### src/source/smu_ctl_pkg.sv
/*
  shared widths, register addresses, command and register structs for the
  smu control-register core, plus the set/clear/toggle update rule used by
  the register file and the testbench model
*/

package smu_ctl_pkg;

  ////////////////////////////////////////////////////////////
  // widths

  // one spi frame, address byte then value byte
  localparam int FRAME_BITS  = 16;
  localparam int ADDR_BITS   = 8;
  // control register width, also each half of the value byte
  localparam int NIBBLE_BITS = 4;
  // steered peripherals, one per mux register bit
  localparam int NUM_PERIPH  = 4;

  ////////////////////////////////////////////////////////////
  // register map

  localparam logic [ADDR_BITS-1:0] ADDR_LED        = 8'd7;
  localparam logic [ADDR_BITS-1:0] ADDR_MUX        = 8'd8;
  localparam logic [ADDR_BITS-1:0] ADDR_DAC        = 8'd9;
  localparam logic [ADDR_BITS-1:0] ADDR_RAILS      = 8'd10;
  // write of any value reloads the default table
  localparam logic [ADDR_BITS-1:0] ADDR_SOFT_RESET = 8'd11;
  localparam logic [ADDR_BITS-1:0] ADDR_CLAMP1     = 8'd15;
  localparam logic [ADDR_BITS-1:0] ADDR_RAILS_OE   = 8'd24;

  ////////////////////////////////////////////////////////////
  // structs

  // one decoded write frame, field order matches the wire order
  // high nibble of the value byte clears, low nibble sets
  typedef struct packed {
    logic [ADDR_BITS-1:0]   addr;
    logic [NIBBLE_BITS-1:0] clr;
    logic [NIBBLE_BITS-1:0] set;
  } cmd_t;

  // board control outputs
  typedef struct packed {
    logic [NIBBLE_BITS-1:0] led;
    logic [NIBBLE_BITS-1:0] mux;
    logic [NIBBLE_BITS-1:0] dac;
    logic [NIBBLE_BITS-1:0] rails;
    logic [NIBBLE_BITS-1:0] clamp1;
    logic [NIBBLE_BITS-1:0] rails_oe;
  } ctl_regs_t;

  // clamps are active low, so all ones keeps them off
  // rails_oe bit 0 held high until the rails are brought up
  localparam ctl_regs_t CTL_DEFAULTS = '{
    led:      4'b0000,
    mux:      4'b0000,
    dac:      4'b0000,
    rails:    4'b0000,
    clamp1:   4'b1111,
    rails_oe: 4'b0001
  };

  // shared set and clear bits toggle, everything else holds
  // otherwise set first, then clear
  function automatic logic [NIBBLE_BITS-1:0] apply_update(
    input logic [NIBBLE_BITS-1:0] cur,
    input logic [NIBBLE_BITS-1:0] set,
    input logic [NIBBLE_BITS-1:0] clr
  );
    logic [NIBBLE_BITS-1:0] both;
    both = set & clr;
    if (both != '0)
    begin
      return cur ^ both;
    end
    return (cur | set) & ~clr;
  endfunction

endpackage

### src/source/cmd_fifo.sv
/*
  command queue between the frame receiver and the register file; presents
  its head whenever not empty, pops it in the same cycle and hands one
  credit back to the receiver per pop
*/
`timescale 1ns/1ps

module cmd_fifo #(
  parameter int FIFO_DEPTH = 4
) (
  input  logic              clk,
  input  logic              rst,
  input  logic              push_valid,
  input  smu_ctl_pkg::cmd_t push_cmd,
  output logic              cmd_valid,
  output smu_ctl_pkg::cmd_t cmd,
  output logic              credit_return
);

  localparam int PTR_W = (FIFO_DEPTH > 1) ? $clog2(FIFO_DEPTH) : 1;
  localparam int CNT_W = $clog2(FIFO_DEPTH + 1);

  smu_ctl_pkg::cmd_t mem [FIFO_DEPTH];
  logic [PTR_W-1:0]  wr_ptr;
  logic [PTR_W-1:0]  rd_ptr;
  logic [CNT_W-1:0]  count;
  logic              pop;

  // circular wrap, depth need not be a power of two
  function automatic logic [PTR_W-1:0] next_ptr(input logic [PTR_W-1:0] ptr);
    if (ptr == PTR_W'(FIFO_DEPTH - 1))
    begin
      return '0;
    end
    return ptr + 1'b1;
  endfunction

  ////////////////////////////////////////////////////////////
  // head and pop

  // consumer takes every entry, so presenting is popping
  assign cmd_valid     = (count != '0);
  assign pop           = cmd_valid;
  assign cmd           = mem[rd_ptr];
  assign credit_return = pop;

  ////////////////////////////////////////////////////////////
  // storage and pointers

  always_ff @(posedge clk)
  begin
    if (push_valid)
      mem[wr_ptr] <= push_cmd;
  end

  always_ff @(posedge clk)
  begin
    if (rst)
    begin
      wr_ptr <= '0;
      rd_ptr <= '0;
      count  <= '0;
    end
    else
    begin
      if (push_valid)
        wr_ptr <= next_ptr(wr_ptr);
      if (pop)
        rd_ptr <= next_ptr(rd_ptr);
      count <= count + CNT_W'(push_valid) - CNT_W'(pop);
    end
  end

  // receiver credits must keep pushes off a full queue
  a_no_push_full: assert property (@(posedge clk) disable iff (rst)
    push_valid |-> (count < CNT_W'(FIFO_DEPTH)));

endmodule

### src/source/ctl_register_file.sv
/*
  board control registers; each queued command either updates one 4-bit
  register with the set/clear/toggle rule, reloads the default table on the
  soft-reset address, or is dropped when the address is unknown
*/
`timescale 1ns/1ps

module ctl_register_file (
  input  logic                   clk,
  input  logic                   rst,
  input  logic                   cmd_valid,
  input  smu_ctl_pkg::cmd_t      cmd,
  output smu_ctl_pkg::ctl_regs_t ctl
);

  smu_ctl_pkg::ctl_regs_t ctl_next;

  ////////////////////////////////////////////////////////////
  // address decode and update

  always_comb
  begin
    ctl_next = ctl;
    if (cmd_valid)
    begin
      case (cmd.addr)
        smu_ctl_pkg::ADDR_LED:
        begin
          ctl_next.led = smu_ctl_pkg::apply_update(ctl.led, cmd.set, cmd.clr);
        end
        // mux also drives the chip-select steering
        smu_ctl_pkg::ADDR_MUX:
        begin
          ctl_next.mux = smu_ctl_pkg::apply_update(ctl.mux, cmd.set, cmd.clr);
        end
        smu_ctl_pkg::ADDR_DAC:
        begin
          ctl_next.dac = smu_ctl_pkg::apply_update(ctl.dac, cmd.set, cmd.clr);
        end
        smu_ctl_pkg::ADDR_RAILS:
        begin
          ctl_next.rails = smu_ctl_pkg::apply_update(ctl.rails, cmd.set, cmd.clr);
        end
        // value byte ignored and whole table back to defaults
        smu_ctl_pkg::ADDR_SOFT_RESET:
        begin
          ctl_next = smu_ctl_pkg::CTL_DEFAULTS;
        end
        smu_ctl_pkg::ADDR_CLAMP1:
        begin
          ctl_next.clamp1 = smu_ctl_pkg::apply_update(ctl.clamp1, cmd.set, cmd.clr);
        end
        smu_ctl_pkg::ADDR_RAILS_OE:
        begin
          ctl_next.rails_oe = smu_ctl_pkg::apply_update(ctl.rails_oe, cmd.set, cmd.clr);
        end
        // unknown address holds everything
        default:
        begin
          ctl_next = ctl;
        end
      endcase
    end
  end

  ////////////////////////////////////////////////////////////
  // state

  always_ff @(posedge clk)
  begin
    if (rst)
      ctl <= smu_ctl_pkg::CTL_DEFAULTS;
    else
      ctl <= ctl_next;
  end

endmodule

### src/source/smu_ctl_top.sv
/*
  top level of the smu control-register core; spi frame receiver feeds the
  command queue under credit flow control, the queue feeds the register
  file, and the mux register steers peripheral chip selects and miso
*/
`timescale 1ns/1ps

module smu_ctl_top #(
  parameter int FIFO_DEPTH = 4
) (
  input  logic                               clk,
  input  logic                               rst,
  input  logic                               sck,
  input  logic                               cs_n,
  input  logic                               mosi,
  input  logic                               special_n,
  input  logic [smu_ctl_pkg::NUM_PERIPH-1:0] periph_miso,
  output logic                               miso,
  output logic [smu_ctl_pkg::NUM_PERIPH-1:0] periph_cs_n,
  output smu_ctl_pkg::ctl_regs_t             ctl
);

  // receiver to queue
  logic              push_valid;
  smu_ctl_pkg::cmd_t push_cmd;
  logic              credit_return;
  // queue to register file
  logic              cmd_valid;
  smu_ctl_pkg::cmd_t cmd;
  // controller data out
  logic              echo_bit;

  ////////////////////////////////////////////////////////////
  // command path

  spi_frame_receiver #(
    .FIFO_DEPTH(FIFO_DEPTH)
  ) u_rx (
    .clk(clk),
    .rst(rst),
    .sck(sck),
    .cs_n(cs_n),
    .mosi(mosi),
    .special_n(special_n),
    .credit_return(credit_return),
    .push_valid(push_valid),
    .push_cmd(push_cmd),
    .echo_bit(echo_bit)
  );

  cmd_fifo #(
    .FIFO_DEPTH(FIFO_DEPTH)
  ) u_fifo (
    .clk(clk),
    .rst(rst),
    .push_valid(push_valid),
    .push_cmd(push_cmd),
    .cmd_valid(cmd_valid),
    .cmd(cmd),
    .credit_return(credit_return)
  );

  ctl_register_file u_regs (
    .clk(clk),
    .rst(rst),
    .cmd_valid(cmd_valid),
    .cmd(cmd),
    .ctl(ctl)
  );

  ////////////////////////////////////////////////////////////
  // steering, straight from the pins

  spi_steering u_steer (
    .cs_n(cs_n),
    .special_n(special_n),
    .mux(ctl.mux),
    .periph_miso(periph_miso),
    .echo_bit(echo_bit),
    .periph_cs_n(periph_cs_n),
    .miso(miso)
  );

endmodule

### src/source/spi_frame_receiver.sv
/*
  oversamples the spi pins in the clk domain, collects 16-bit frames while
  the controller itself is selected, and pushes each complete frame as a
  command against a credit count; also shifts out the echo of the last frame
*/
`timescale 1ns/1ps

module spi_frame_receiver #(
  parameter int FIFO_DEPTH = 4
) (
  input  logic              clk,
  input  logic              rst,
  input  logic              sck,
  input  logic              cs_n,
  input  logic              mosi,
  input  logic              special_n,
  input  logic              credit_return,
  output logic              push_valid,
  output smu_ctl_pkg::cmd_t push_cmd,
  output logic              echo_bit
);

  localparam int FB    = smu_ctl_pkg::FRAME_BITS;
  localparam int CNT_W = $clog2(FB + 2);
  localparam int CRD_W = $clog2(FIFO_DEPTH + 1);
  // count saturates one past a full frame so long frames stay invalid
  localparam logic [CNT_W-1:0] CNT_MAX = CNT_W'(FB + 1);

  // two sync flops plus a third stage only for edge detect
  logic [2:0]        sck_q;
  logic [2:0]        cs_q;
  logic [1:0]        mosi_q;
  logic [1:0]        special_q;
  logic              sck_rise;
  logic              sck_fall;
  logic              cs_rise;
  logic              cs_fall;
  logic              sel;
  logic [CNT_W-1:0]  bit_cnt;
  logic [FB-1:0]     frame;
  logic              frame_done;
  logic              pending;
  smu_ctl_pkg::cmd_t pend_cmd;
  logic [CRD_W-1:0]  credits;
  logic [FB-1:0]     last_frame;
  logic [FB-1:0]     echo_sr;

  ////////////////////////////////////////////////////////////
  // synchronizers and edges

  always_ff @(posedge clk)
  begin
    if (rst)
    begin
      sck_q     <= '0;
      cs_q      <= '1;
      mosi_q    <= '0;
      special_q <= '1;
    end
    else
    begin
      sck_q     <= {sck_q[1:0], sck};
      cs_q      <= {cs_q[1:0], cs_n};
      mosi_q    <= {mosi_q[0], mosi};
      special_q <= {special_q[0], special_n};
    end
  end

  assign sck_rise = sck_q[1] & ~sck_q[2];
  assign sck_fall = ~sck_q[1] & sck_q[2];
  assign cs_rise  = cs_q[1] & ~cs_q[2];
  assign cs_fall  = ~cs_q[1] & cs_q[2];
  // controller itself addressed
  assign sel      = ~cs_q[1] & ~special_q[1];

  ////////////////////////////////////////////////////////////
  // bit count and msb-first frame shift

  always_ff @(posedge clk)
  begin
    if (rst || cs_fall || cs_rise)
      bit_cnt <= '0;
    else if (sel && sck_rise && bit_cnt != CNT_MAX)
      bit_cnt <= bit_cnt + 1'b1;
  end

  always_ff @(posedge clk)
  begin
    if (sel && sck_rise)
      frame <= {frame[FB-2:0], mosi_q[1]};
  end

  // any other bit count at cs release is dropped
  assign frame_done = cs_rise && (bit_cnt == CNT_W'(FB));

  ////////////////////////////////////////////////////////////
  // credit push where a frame waits in pend_cmd until a credit is held

  assign push_valid = pending && (credits != '0);
  assign push_cmd   = pend_cmd;

  always_ff @(posedge clk)
  begin
    if (rst)
    begin
      pending <= 1'b0;
      credits <= CRD_W'(FIFO_DEPTH);
    end
    else
    begin
      if (frame_done)
        pending <= 1'b1;
      else if (push_valid)
        pending <= 1'b0;
      credits <= credits - CRD_W'(push_valid) + CRD_W'(credit_return);
    end
  end

  always_ff @(posedge clk)
  begin
    if (frame_done)
      pend_cmd <= smu_ctl_pkg::cmd_t'(frame);
  end

  ////////////////////////////////////////////////////////////
  // echo of previous complete frame

  always_ff @(posedge clk)
  begin
    if (rst)
    begin
      last_frame <= '0;
      echo_sr    <= '0;
    end
    else
    begin
      if (frame_done)
        last_frame <= frame;
      // load at select and shift on falling sck so the master samples on rising
      if (cs_fall && !special_q[1])
        echo_sr <= last_frame;
      else if (sel && sck_fall)
        echo_sr <= {echo_sr[FB-2:0], 1'b0};
    end
  end

  assign echo_bit = echo_sr[FB-1];

  // returned credits never add up past the queue depth
  a_credit_bound: assert property (@(posedge clk) disable iff (rst)
    credits <= CRD_W'(FIFO_DEPTH));

endmodule

### src/source/spi_steering.sv
/*
  combinational spi steering; routes the host chip select to the peripherals
  picked by the mux register and selects miso from them, or from the
  controller echo while the controller itself is addressed
*/
`timescale 1ns/1ps

module spi_steering (
  input  logic                               cs_n,
  input  logic                               special_n,
  input  logic [smu_ctl_pkg::NUM_PERIPH-1:0] mux,
  input  logic [smu_ctl_pkg::NUM_PERIPH-1:0] periph_miso,
  input  logic                               echo_bit,
  output logic [smu_ctl_pkg::NUM_PERIPH-1:0] periph_cs_n,
  output logic                               miso
);

  logic [smu_ctl_pkg::NUM_PERIPH-1:0] sel_miso;

  ////////////////////////////////////////////////////////////
  // chip selects

  // controller frames must not reach a peripheral as a spurious write
  always_comb
  begin
    if (!special_n || cs_n)
      periph_cs_n = '1;
    else
      periph_cs_n = ~mux;
  end

  ////////////////////////////////////////////////////////////
  // miso select

  // only the selected peripherals count
  assign sel_miso = mux & periph_miso;

  always_comb
  begin
    if (!special_n)
      miso = echo_bit;
    else
      miso = |sel_miso;
  end

endmodule

### config.mk
export PLATFORM = sky130hd
export DESIGN_NAME = smu_ctl_top
export DESIGN_NICKNAME = d
export VERILOG_FILES = /design/src/source/smu_ctl_pkg.sv /design/src/source/cmd_fifo.sv /design/src/source/ctl_register_file.sv /design/src/source/smu_ctl_top.sv /design/src/source/spi_frame_receiver.sv /design/src/source/spi_steering.sv
export SDC_FILE = /design/constraint.sdc
export NUM_CORES = 1
export LEC_CHECK = 0
export ABC_AREA = 1
export BUFFER_PORTS_ARGS = -buffer_cell sky130_fd_sc_hd__buf_2
export CORE_ASPECT_RATIO = 0.9
export CORE_UTILIZATION = 61
export CTS_CLUSTER_DIAMETER = 80
export DETAILED_ROUTE_END_ITERATION = 8
export GPL_TIMING_DRIVEN = 0
export PLACE_DENSITY = 0.79
export SYNTH_ARGS = -nofsm -noshare
export SYNTH_HDL_FRONTEND = slang
export SYNTH_SLANG_ARGS = --single-unit
export TNS_END_PERCENT = 100
### constraint.sdc
create_clock -name clk -period 2.8 [get_ports clk]
set_input_delay 0.14 -clock clk [delete_from_list [all_inputs] [get_ports clk]]
set_output_delay 0.14 -clock clk [all_outputs]
set_load 0.02 [all_outputs]
Word-level counts from Yosys, hierarchy flattened

Memory sizes are Yosys's and may differ from the RTL's. A register that Yosys moved wholly into a read port is not among the register bits.
Index checks and enable logic that the tools add are counted.

Bits in registers: 114
RAM bits: 64
Input bits: 10
Output and inout bits: 29
Word-level logic and storage cells: 153
Memories: 1

Add/subtract/negate cells: 7
Eq/ne operators: 11
Mux-type cells: 51
Bitwise operators: 32
Reductions and logical operators: 29

Memories:

| name       | depth | bits a word | rd ports | clocked after memory_dff | wr ports | line           | RTL |
|---|---|---|---|---|---|---|---|
| u_fifo.mem | 4     | 16          | 1        | 1                        | 1        | cmd_fifo.sv:23 | `smu_ctl_pkg::cmd_t mem [FIFO_DEPTH];` |

Operators with widths:

| operator            | number |
|---|---|
| $mux 4              | 13 |
| $pmux 4 s2          | 6 |
| $eq 8x4->1 const B  | 5 |
| $and 4x4->4         | 8 |
| $mux 16             | 2 |
| $mux 1              | 24 |
| $or 4x4->4          | 6 |
| $xor 4x4->4         | 6 |
| $reduce_bool 2->1   | 8 |
| $mux 2              | 6 |
| $reduce_and 2->1    | 6 |
| $eq 8x3->1 const B  | 1 |
| $eq 8x5->1 const B  | 1 |
| $not 4->4           | 2 |
| $add 3x1->3         | 2 |
| $logic_and 1x1->1   | 6 |
| $reduce_bool 3->1   | 2 |
| $sub 3x1->3         | 2 |
| $add 5x1->5 const B | 1 |
| $and 1x1->1         | 5 |
| $eq 5x5->1 const B  | 1 |
| $ne 5x5->1 const B  | 1 |
| $not 1->1           | 5 |
| $add 2x1->2 const B | 2 |
| 5 further kinds     | 9 |

Logic depth before layout (Yosys ltp)

Gate-level depths: netlist of run 1.

Depth in word-level cells: 7
Mapped depth: 15
Mapped depth without buffers: 13

By module

A second synthesis of run 1 with hierarchy kept.

Cell total of the unflattened synthesis: 974
Area total of the unflattened synthesis: 8330.5 µm²

By module, submodules not included:

| module             | instances | cells an instance | area each (µm²) | sequential area each (µm²) |
|---|---|---|---|---|
| spi_frame_receiver | 1         | 353               | 3256.9          | 1981.9 |
| cmd_fifo           | 1         | 249               | 3016.6          | 2102.0 |
| ctl_register_file  | 1         | 358               | 1998.2          | 480.5 |
| spi_steering       | 1         | 14                | 58.8            | 0.0 |

Worst setup path after synthesis of run 1

Ideal clock, no wire load.

Kind: register to register
From: register u_fifo.count[1]
To: register u_rx.credits[2]
Library setup time: 0.063 ns
Arrival time: 2.152 ns
Required time: 2.737 ns
Path slack: 0.585 ns
Cell stages (with the launch flop): 9
Buffers on the path: 0
Period minus slack after synthesis: 2.215 ns
Path through: dfxtp_1 nor3_2 inv_1 ha_1 inv_1 ha_1 fa_1 or2_2 nand3_1

Longest elaborated chain between the ends: 2

Ends and longest elaborated chain:

| what                     | line                      | RTL |
|---|---|---|
| start: declaration       | cmd_fifo.sv:26            | `logic [CNT_W-1:0] count;` |
| start signal: assignment | cmd_fifo.sv:70            | `count <= count + CNT_W'(push_valid) - CNT_W'(pop);` |
| $reduce_bool 3->1        | cmd_fifo.sv:42            | `assign cmd_valid = (count != '0);` |
| named net cmd_valid      | smu_ctl_top.sv:28         | `logic cmd_valid;` |
| $add 3x1->3              | spi_frame_receiver.sv:115 | `credits <= credits - CRD_W'(push_valid) + CRD_W'(credit_return);` |
| end signal: assignment   | spi_frame_receiver.sv:107 | `credits <= CRD_W'(FIFO_DEPTH);` |
| end signal: assignment   | spi_frame_receiver.sv:115 |  |
| end: declaration         | spi_frame_receiver.sv:44  | `logic [CRD_W-1:0] credits;` |

The timed path passes the listed nets, and every way through them passes these cells.
A chain may end at the register's enable or synchronous reset.

Worst setup path in the final report of run 1

Ends and elaborated chain as after synthesis.

==> results of run 1 <==
[cell usage after synthesis (all sizes together) (5+ instances only)]
cell,number
nand2,218
edfxtp,96
dfxtp,84
o211ai,11
nand3,94
inv,83
nor2,85
a21oi,60
o21ai,47
or2,5
nor3,6
ha,12
buf,17
clkbuf,13
xnor2,8
[area by class of cell]
type	instances	area, sq um	share of cell area [%]
repair buffers	42	240	2.67
well taps	164	205	2.28
plain buffers	30	191	2.13
multi-input cells	559	2890	32.1
clock inverters	13	124	1.38
inverters	86	323	3.59
clock buffers	19	464	5.16
flip-flops and latches	180	4560	50.7
[cells by family after synthesis]
family          after synthesis
flops                       180
xor+xnor                      9
buf+inv                     116
compound gates              124
fa+ha+maj                    14
simple gates                412
[where the power goes]
| group | leakage, nW | internal (mW) | switching [mW] |
|---|---|---|---|
| sequential | 1.54 | 2.83 | 0.0636 |
| clock | 0.295 | 1.29 | 1.08 |
| combinational | 1.65 | 0.933 | 1.94 |
| total | 3.49 | 5.05 | 3.09 |
[critical path, cell delays in order (launching register included)]
cell and delay (ps):
dfxtp_1 350, nor3_2 530, inv_1 270, ha_1 360
inv_1 60, ha_1 210, fa_1 420, or2_2 320
nand3_1 70
[timing repair]
item | CTS | global route
hold buffers | 4 | 0
gates resized for setup | 0 | 1
hold endpoints to repair | 4 | 0
buffers inserted | 0 | 0
endpoints found under the setup margin | 0 | 1
[state kept, by name (all words and copies together) (netlist names), named ones only]
signal,cells
u_fifo.wr_ptr,2
u_fifo.mem,64
u_rx.echo_sr,16
u_rx.push_cmd,16
u_rx.bit_cnt,5
u_rx.sck_q,3
u_rx.pending,1
u_rx.special_q,2
u_rx.mosi_q,2
u_rx.frame,16
u_fifo.rd_ptr,2
u_regs.ctl,24
u_rx.cs_q,3
u_rx.last_frame,16
u_fifo.count,3
u_rx.credits,3
[per-layer routing]
layer  global-route usage [%]  up-vias  routed length, um
li1                         -     2973                  -
met1                     36.4     2769               7670
met2                     43.3      207               8210
met3                     6.12       18               1130
met4                     7.58        0                164
met5                        0        -                  0
[final timing paths]
check,startpoint,end,slack (ps),cells past startpoint
hold / removal,rst,u_rx.special_q[1],170,2
hold reg to reg,u_rx.sck_q[0],u_rx.sck_q[1],400,2
setup / recovery,u_fifo.count[1],u_rx.credits[2],150,8
setup reg to reg,u_fifo.count[1],u_rx.credits[2],150,8
==> impl_metrics.tcl, run 1 <==
set metrics [dict create \
    wirelength_um 17200 \
    synth_xor_area_share_pct 0.991 \
    grt_start_max_net_pins 24 \
    tns_ps 0 \
    rows 39 \
    finalInstanceArea_sq_um 9000 \
    antenna_found_initial 0 \
    tritoncts "built" \
    ys.warnings.count 0 \
    nNetsFinal 940 \
    synth.area.mux_share_pct 0 \
    final_cell_mix "nand2_1, edfxtp_1, dfxtp_1, nand3_1, inv_1" \
    overflow 0 \
    drive_above_1_share_pct 15.4 \
    yosys.area.top_type "edfxtp_1" \
    syn_to_final_growth_pct 13.2 \
    start_util_pct 62.7 \
    yosys.area_share.simple_pct 24.3 \
    cp.arrival_ps 3030 \
    yosysSeqAreaShare_pct 57.4 \
    postPlaceCellArea_sq_um 8370 \
    cts-root-buf "clkbuf_16" \
    floorplan.die.width_um 122 \
    grt_first_pass_wirelength_um 26600 \
    report.final.hold_viol_count 0 \
    pre_cts_ws_ps 51.7 \
    period_share_pct 94.5 \
    final_cells 1093 \
    end_kind "flop" \
    status "finished clean" \
    synth_compound_area_share_pct 8.46 \
    remaining_drc_errors 0 \
    p_per_area_nw_per_um2 904 \
    finClkSkew_ps 8.49 \
    async_flop_share_pct 0 \
    htreeDepth 4 \
    relSlewSlack_pct 33.8 \
    yosysTopAreaCellShare_pct 36.2 \
    io_pins 39 \
    synthAdderAreaFrac_pct 2.39 \
    die_h_um 110 \
    clkLatencyLatePin_ps 440 \
    final_common_cell "nand2_1" \
    cp_max_fo 6 \
    vias 5967 \
    drtPass1Iterations 5 \
    max_freq_mhz 378 \
    grt_pass1_vias 5242 \
    synth-edff-count 96 \
    drv_slew 0 \
    wl_per_cell_um 15.7 \
    dp_hpwl_um 11700 \
    cts_sinks 180 \
    fillers 933 \
    grt_usage_pct 26.8 \
    dp.cells 1057 \
    ys_types 39 \
    synth_seq_cells 180 \
    diodes 0 \
    maxCapViolCount 0 \
    clk_pin_slew_worst_paths_ps 70 \
    rsz0062_at_grt "no" \
    fp.coreArea_sq_um 12700 \
    hold_path_class "in -> reg" \
    hold_slack_ps 174 \
    power_mw 8.14 \
    start_kind "flop" \
    via_per_inst 5.46 \
    cts_buffers 17 \
    synth_area_sq_um 7950 \
    drt_first_iter_violations 527 \
    tightest_slew_ps 992 \
    syn_area_per_cell_sq_um 9.30 \
    port_buffers 37 \
    final_core_util_pct 71.0 \
    power.leakage_nw 3.49 \
    synth_top_family_by_area "simple AND/OR/NAND/NOR gates" \
    gp_congestion 0.865 \
    drtAntennaViolNets 0 \
    period_minus_slack_ps 2650 \
    clock_path_buffers 2 \
    critPathKind "reg -> reg" \
    vdd_drop_max_v 0.000501 \
    syn_inst 855 \
    ys.flop_type "edfxtp_1" \
    synth.area.top_cells "edfxtp_1, dfxtp_1, nand2_1" \
    cp_data_required_time_ps 3180 \
    dieArea_sq_um 13500 \
    syn_nets 879 \
    setup_violations 0 \
    fin_ws_ps 153 \
]
Power figures use the tool's default switching activity.
==> inputs of run 2 (changes only) <==
- CORE_MARGIN: default -> 8
- GPL_TIMING_DRIVEN: 0 -> default
==> run 2 against run 1 <==
  * Total power decreased by 4.3%
  * Maximum frequency increased by 9.0%
  * Register-to-register slack better by 220 ps
  * Hold slack got worse by 48 ps
  * Cell count decreased by 1.3%
  * Critical path depth grew 5
  * Routed wire length up 0.51%
  * Sequential share of layout area is 0.66 points higher
  * First-iteration DRC count is 23% higher
  * Core utilization fell by 1.2 points
  * Critical path type unchanged
  * Largest power group unchanged
  * Highest routed layer unchanged
==> impl_metrics.tcl, run 2 (synthesis results as in run 1) <==
set metrics [dict create \
    vias 5918 \
    rows 39 \
    cp_max_fo 25 \
    start_kind "flop" \
    overflow 0 \
    fillers 957 \
    tritoncts "built" \
    grt_usage_pct 21.0 \
    floorplan.die.width_um 136 \
    end_kind "flop" \
    crit_slowest_cell "nor2_4" \
    fp.coreArea_sq_um 12700 \
    hold_path_class "in -> reg" \
    drt_first_iter_violations 649 \
    relSlewSlack_pct 48.0 \
    via_per_inst 5.48 \
    p_per_area_nw_per_um2 876 \
    grt_first_pass_wirelength_um 28200 \
    grt_start_max_net_pins 52 \
    p_switching_mw 2.96 \
    largest_register_ffs 64 \
    cts-root-buf "clkbuf_16" \
    max_stage_delay_ps 480 \
    dieArea_sq_um 17000 \
    drive_above_1_share_pct 15.1 \
    regMostFlops "u_fifo.mem" \
    rsz0062_at_grt "no" \
    die_h_um 124 \
    remaining_drc_errors 0 \
    maxCapViolCount 0 \
    cp_data_required_time_ps 3160 \
    setup_violations 0 \
    syn_to_final_growth_pct 11.7 \
    clock_path_buffers 2 \
    reg_top3 "u_fifo.mem (64), u_regs.ctl (24)" \
    power_frac_seq_pct 37.2 \
    wl_per_cell_um 16.0 \
    period_minus_slack_ps 2430 \
    report.final.hold_viol_count 0 \
    finClkSkew_ps 9.58 \
    dp_hpwl_um 11600 \
    power.share.switching_pct 38.0 \
    power.leakage_nw 3.46 \
    fin_ws_ps 372 \
    clk_pin_slew_worst_paths_ps 70 \
    htreeDepth 4 \
    drtPass1Iterations 8 \
    p_int_mw 4.83 \
    final_common_cell "nand2_1" \
    drtAntennaViolNets 0 \
    clkPwrFrac_pct 29.3 \
    pre_cts_ws_ps 474 \
    finalInstanceArea_sq_um 8890 \
    status "finished clean" \
    cts_sinks 180 \
    final_core_util_pct 69.8 \
    final_cell_mix "nand2_1, edfxtp_1, dfxtp_1, nand3_1, inv_1" \
    tns_ps 0 \
    drv_slew 0 \
    gp_congestion 0.904 \
    seq_area_sq_um 4560 \
    period_share_pct 86.7 \
    postPlaceCellArea_sq_um 8270 \
    tightest_slew_ps 776 \
    max_freq_mhz 412 \
    nNetsFinal 925 \
    cts_buffers 17 \
    start_util_pct 62.5 \
    cp.arrival_ps 2790 \
    antenna_found_initial 1 \
    critPathKind "reg -> reg" \
    grt_pass1_vias 5531 \
    vdd_drop_max_v 0.000791 \
    crit_path_cell_trace "inv_2, buf_4, nand2_1, nand3_1, nand2_2, nor2_4, nor2_4, nand2_4, nand2_1, nand2_1, nor2_1, nor2_1, nor2_1" \
    wirelength_um 17300 \
    clkLatencyLatePin_ps 430 \
    port_buffers 38 \
    io_pins 39 \
    multiInputGateArea_sq_um 2880 \
    power_mw 7.79 \
    power_frac_comb_pct 33.5 \
]
## run 2: metal layers
metal  up-vias  GRT usage (%)  share of wire (%)
met2       189           34.5                 49
li1       2936              -                  -
met3        22           4.23                6.1
met4         0           5.87                1.3
met5         -              0                  0
met1      2771           27.4                 43
## run 2: layout make-up
| class | count | area share, % |
|---|---|---|
| clock buffer | 18 | 4.94 |
| inverter | 86 | 3.63 |
| tap | 164 | 2.31 |
| clock inverter | 14 | 1.52 |
| timing repair buffer | 57 | 3.86 |
| sequential | 180 | 51.4 |
| multi-input combinational | 559 | 32.4 |
| antenna | 1 | 0.0282 |
## run 2: repair_timing
action                                 CTS  global route
hold buffers                             4             0
endpoints found under the hold margin    4             0
resized for setup                        0             0
buffers inserted                         0             0
## run 2: metrics by stage
step                cells  hold slack [ps]
finish               1079              126
global route         1079              137
CTS                  1078              119
detailed placement   1042              353
global placement     1042              347
floorplan             855              236
## run 2: worst max-delay path, delay by kind of cell (launching register included)
| kind | cells | cell delay, ps |
|---|---|---|
| simple gates | 11 | 1580 |
| flops | 1 | 360 |
| buf+inv | 2 | 390 |
## run 2: power by group through the flow
stage / logic [mW] / clock network (mW) / registers, mW
floorplan: 2.19 / 0 / 2.95
detailed placement: 2.54 / 0 / 2.95
global route: 2.91 / 2.43 / 2.90
CTS: 2.57 / 2.31 / 2.89
global placement: 2.49 / 0 / 2.95
finish: 2.61 / 2.28 / 2.89
## run 2: final timing paths
check | from | to | slack [ps] | depth (start not counted)
worst max-delay path | flop | u_regs.ctl[20] | 370 | 13
worst min-delay path | rst | u_rx.bit_cnt[4] | 130 | 4
worst max register to register | flop | u_regs.ctl[20] | 370 | 13
worst min register to register | u_rx.sck_q[0] | u_rx.sck_q[1] | 410 | 2
==> inputs of run 3 (changes only) <==
- CORE_UTILIZATION: 61 -> 48
- PLACE_DENSITY: 0.79 -> default
==> run 3 against run 2 <==
  * Count of clock-buffer cells in the layout is the same
  * Design area grew 1.0%
  * Via count grew 0.46%
  * Maximum frequency grew 0.79%
  * Highest routed layer unchanged
  * Global-route usage shrank 3.7 points
  * Sequential share of layout area shrank 0.51 points
  * Critical endpoint unchanged
  * Routed wire length grew 3.4%
==> impl_metrics.tcl, run 3 (synthesis results as in run 1) <==
set metrics [dict create \
    reg_top3 "u_fifo.mem (64), u_regs.ctl (24)" \
    met2WireLength_um 8550 \
    cts-root-buf "clkbuf_16" \
    tns_ps 0 \
    cp.buffers_inverters 2 \
    drv_slew 0 \
    end_kind "flop" \
    rsz0062_at_grt "no" \
    wl_met3_um 952 \
    syn_to_final_growth_pct 12.9 \
    cts_buffers 17 \
    max_stage_delay_ps 490 \
    wirelength_um 17800 \
    grt_start_max_net_pins 29 \
    diodes 0 \
    fp.coreArea_sq_um 16200 \
    rows 44 \
    dieArea_sq_um 21000 \
    floorplan.die.width_um 152 \
    fin_ws_ps 391 \
    tritoncts "built" \
    io_pins 39 \
    remaining_drc_errors 0 \
    relSlewSlack_pct 49.4 \
    hold_slack_ps 198 \
    drt-met1-wl_um 7960 \
    fillers 1441 \
    clkLatencyLatePin_ps 430 \
    drtPass1Iterations 5 \
    period_minus_slack_ps 2410 \
    die_h_um 138 \
    drtAntennaViolNets 0 \
    htreeDepth 4 \
    crit_slowest_cell "dfxtp_1" \
    cp.arrival_ps 2780 \
    overflow 0 \
    nNetsFinal 927 \
    crit_path_cell_trace "inv_2, buf_4, nand2_1, nand3_1, nand2_2, nor2_4, nor2_4, nand2_4, nand2_1, nand2_1, nor2_1, nor2_1, nor2_1" \
    final_cell_mix "nand2_1, edfxtp_1, dfxtp_1, nand3_1, inv_1" \
    cts_sinks 180 \
    p_per_area_nw_per_um2 891 \
    cp_data_required_time_ps 3170 \
    cp_max_fo 24 \
    maxCapViolCount 0 \
    antenna_found_initial 0 \
    power.leakage_nw 3.46 \
    critPathKind "reg -> reg" \
    drive_above_1_share_pct 15.2 \
    finClkSkew_ps 6.90 \
    clk_pin_slew_worst_paths_ps 70 \
    post_cts_buffers 0 \
    largest_register_ffs 64 \
    report.final.hold_viol_count 0 \
    postCtsResizedCells 0 \
    wl_per_cell_um 15.9 \
    setup_violations 0 \
    max_freq_mhz 415 \
    vdd_drop_max_v 0.000527 \
    dp_hpwl_um 12400 \
    final_common_cell "nand2_1" \
    grt_first_pass_wirelength_um 28400 \
    top_layer "met4" \
    start_kind "flop" \
    drt_first_iter_violations 485 \
    clock_path_buffers 2 \
    cpLargestDelayFamily "simple AND/OR/NAND/NOR gates" \
    status "finished clean" \
    port_buffers 38 \
    regMostFlops "u_fifo.mem" \
    power_mw 7.99 \
    grt_usage_pct 17.3 \
    hold_path_class "in -> reg" \
    start_util_pct 49.1 \
    grt_pass1_vias 5509 \
    pre_cts_ws_ps 218 \
    gp_congestion 0.852 \
    vias 5945 \
    period_share_pct 86.0 \
    tightest_slew_ps 754 \
    via_per_inst 5.29 \
]
==> run 3: area by class of cell <==
type | count | area (sq um) | area share [%]
clock buffer | 18 | 429 | 4.78
inverter | 86 | 323 | 3.60
tap | 207 | 259 | 2.89
multi-input combinational | 561 | 2890 | 32.2
sequential | 180 | 4560 | 50.9
timing repair buffer | 57 | 343 | 3.82
clock inverter | 14 | 170 | 1.90
==> run 3: routing by layer <==
metal / up-vias / global-route usage [%]
met5: - / 0
met4: 0 / 6.13
met3: 34 / 4.08
met2: 178 / 27.8
met1: 2788 / 22.3
li1: 2945 / -
==> run 3: stage by stage <==
stage | instance area [sq um] | cells | util, %
6_report | 8980 | 1123 | 55.5
5_1_grt | 8980 | 1123 | 55.5
4_1_cts | 8960 | 1121 | 55.4
3_5_place_dp | 8320 | 1085 | 51.4
3_3_place_gp | 8320 | 1085 | 51.4
2_1_floorplan | 7950 | 855 | -
==> run 3: timing repair <==
action,CTS,global route
endpoints found under the setup margin,0,18
hold buffers,4,0
endpoints found under the hold margin,4,0
==> run 3: worst paths after layout <==
check        cells past startpoint        endpoint  slack [ps]           from
max reg2reg                     13  u_regs.ctl[20]         390           flop
min                              2  u_regs.ctl[23]         200            rst
min reg2reg                      2   u_rx.sck_q[1]         410  u_rx.sck_q[0]
max                             13  u_regs.ctl[20]         390           flop
==> run 3: report_power, final <==
part	total (mW)	switching, mW	internal (mW)
Combinational	2.67	1.87	0.805
Clock	2.42	1.07	1.35
Sequential	2.91	0.0749	2.83
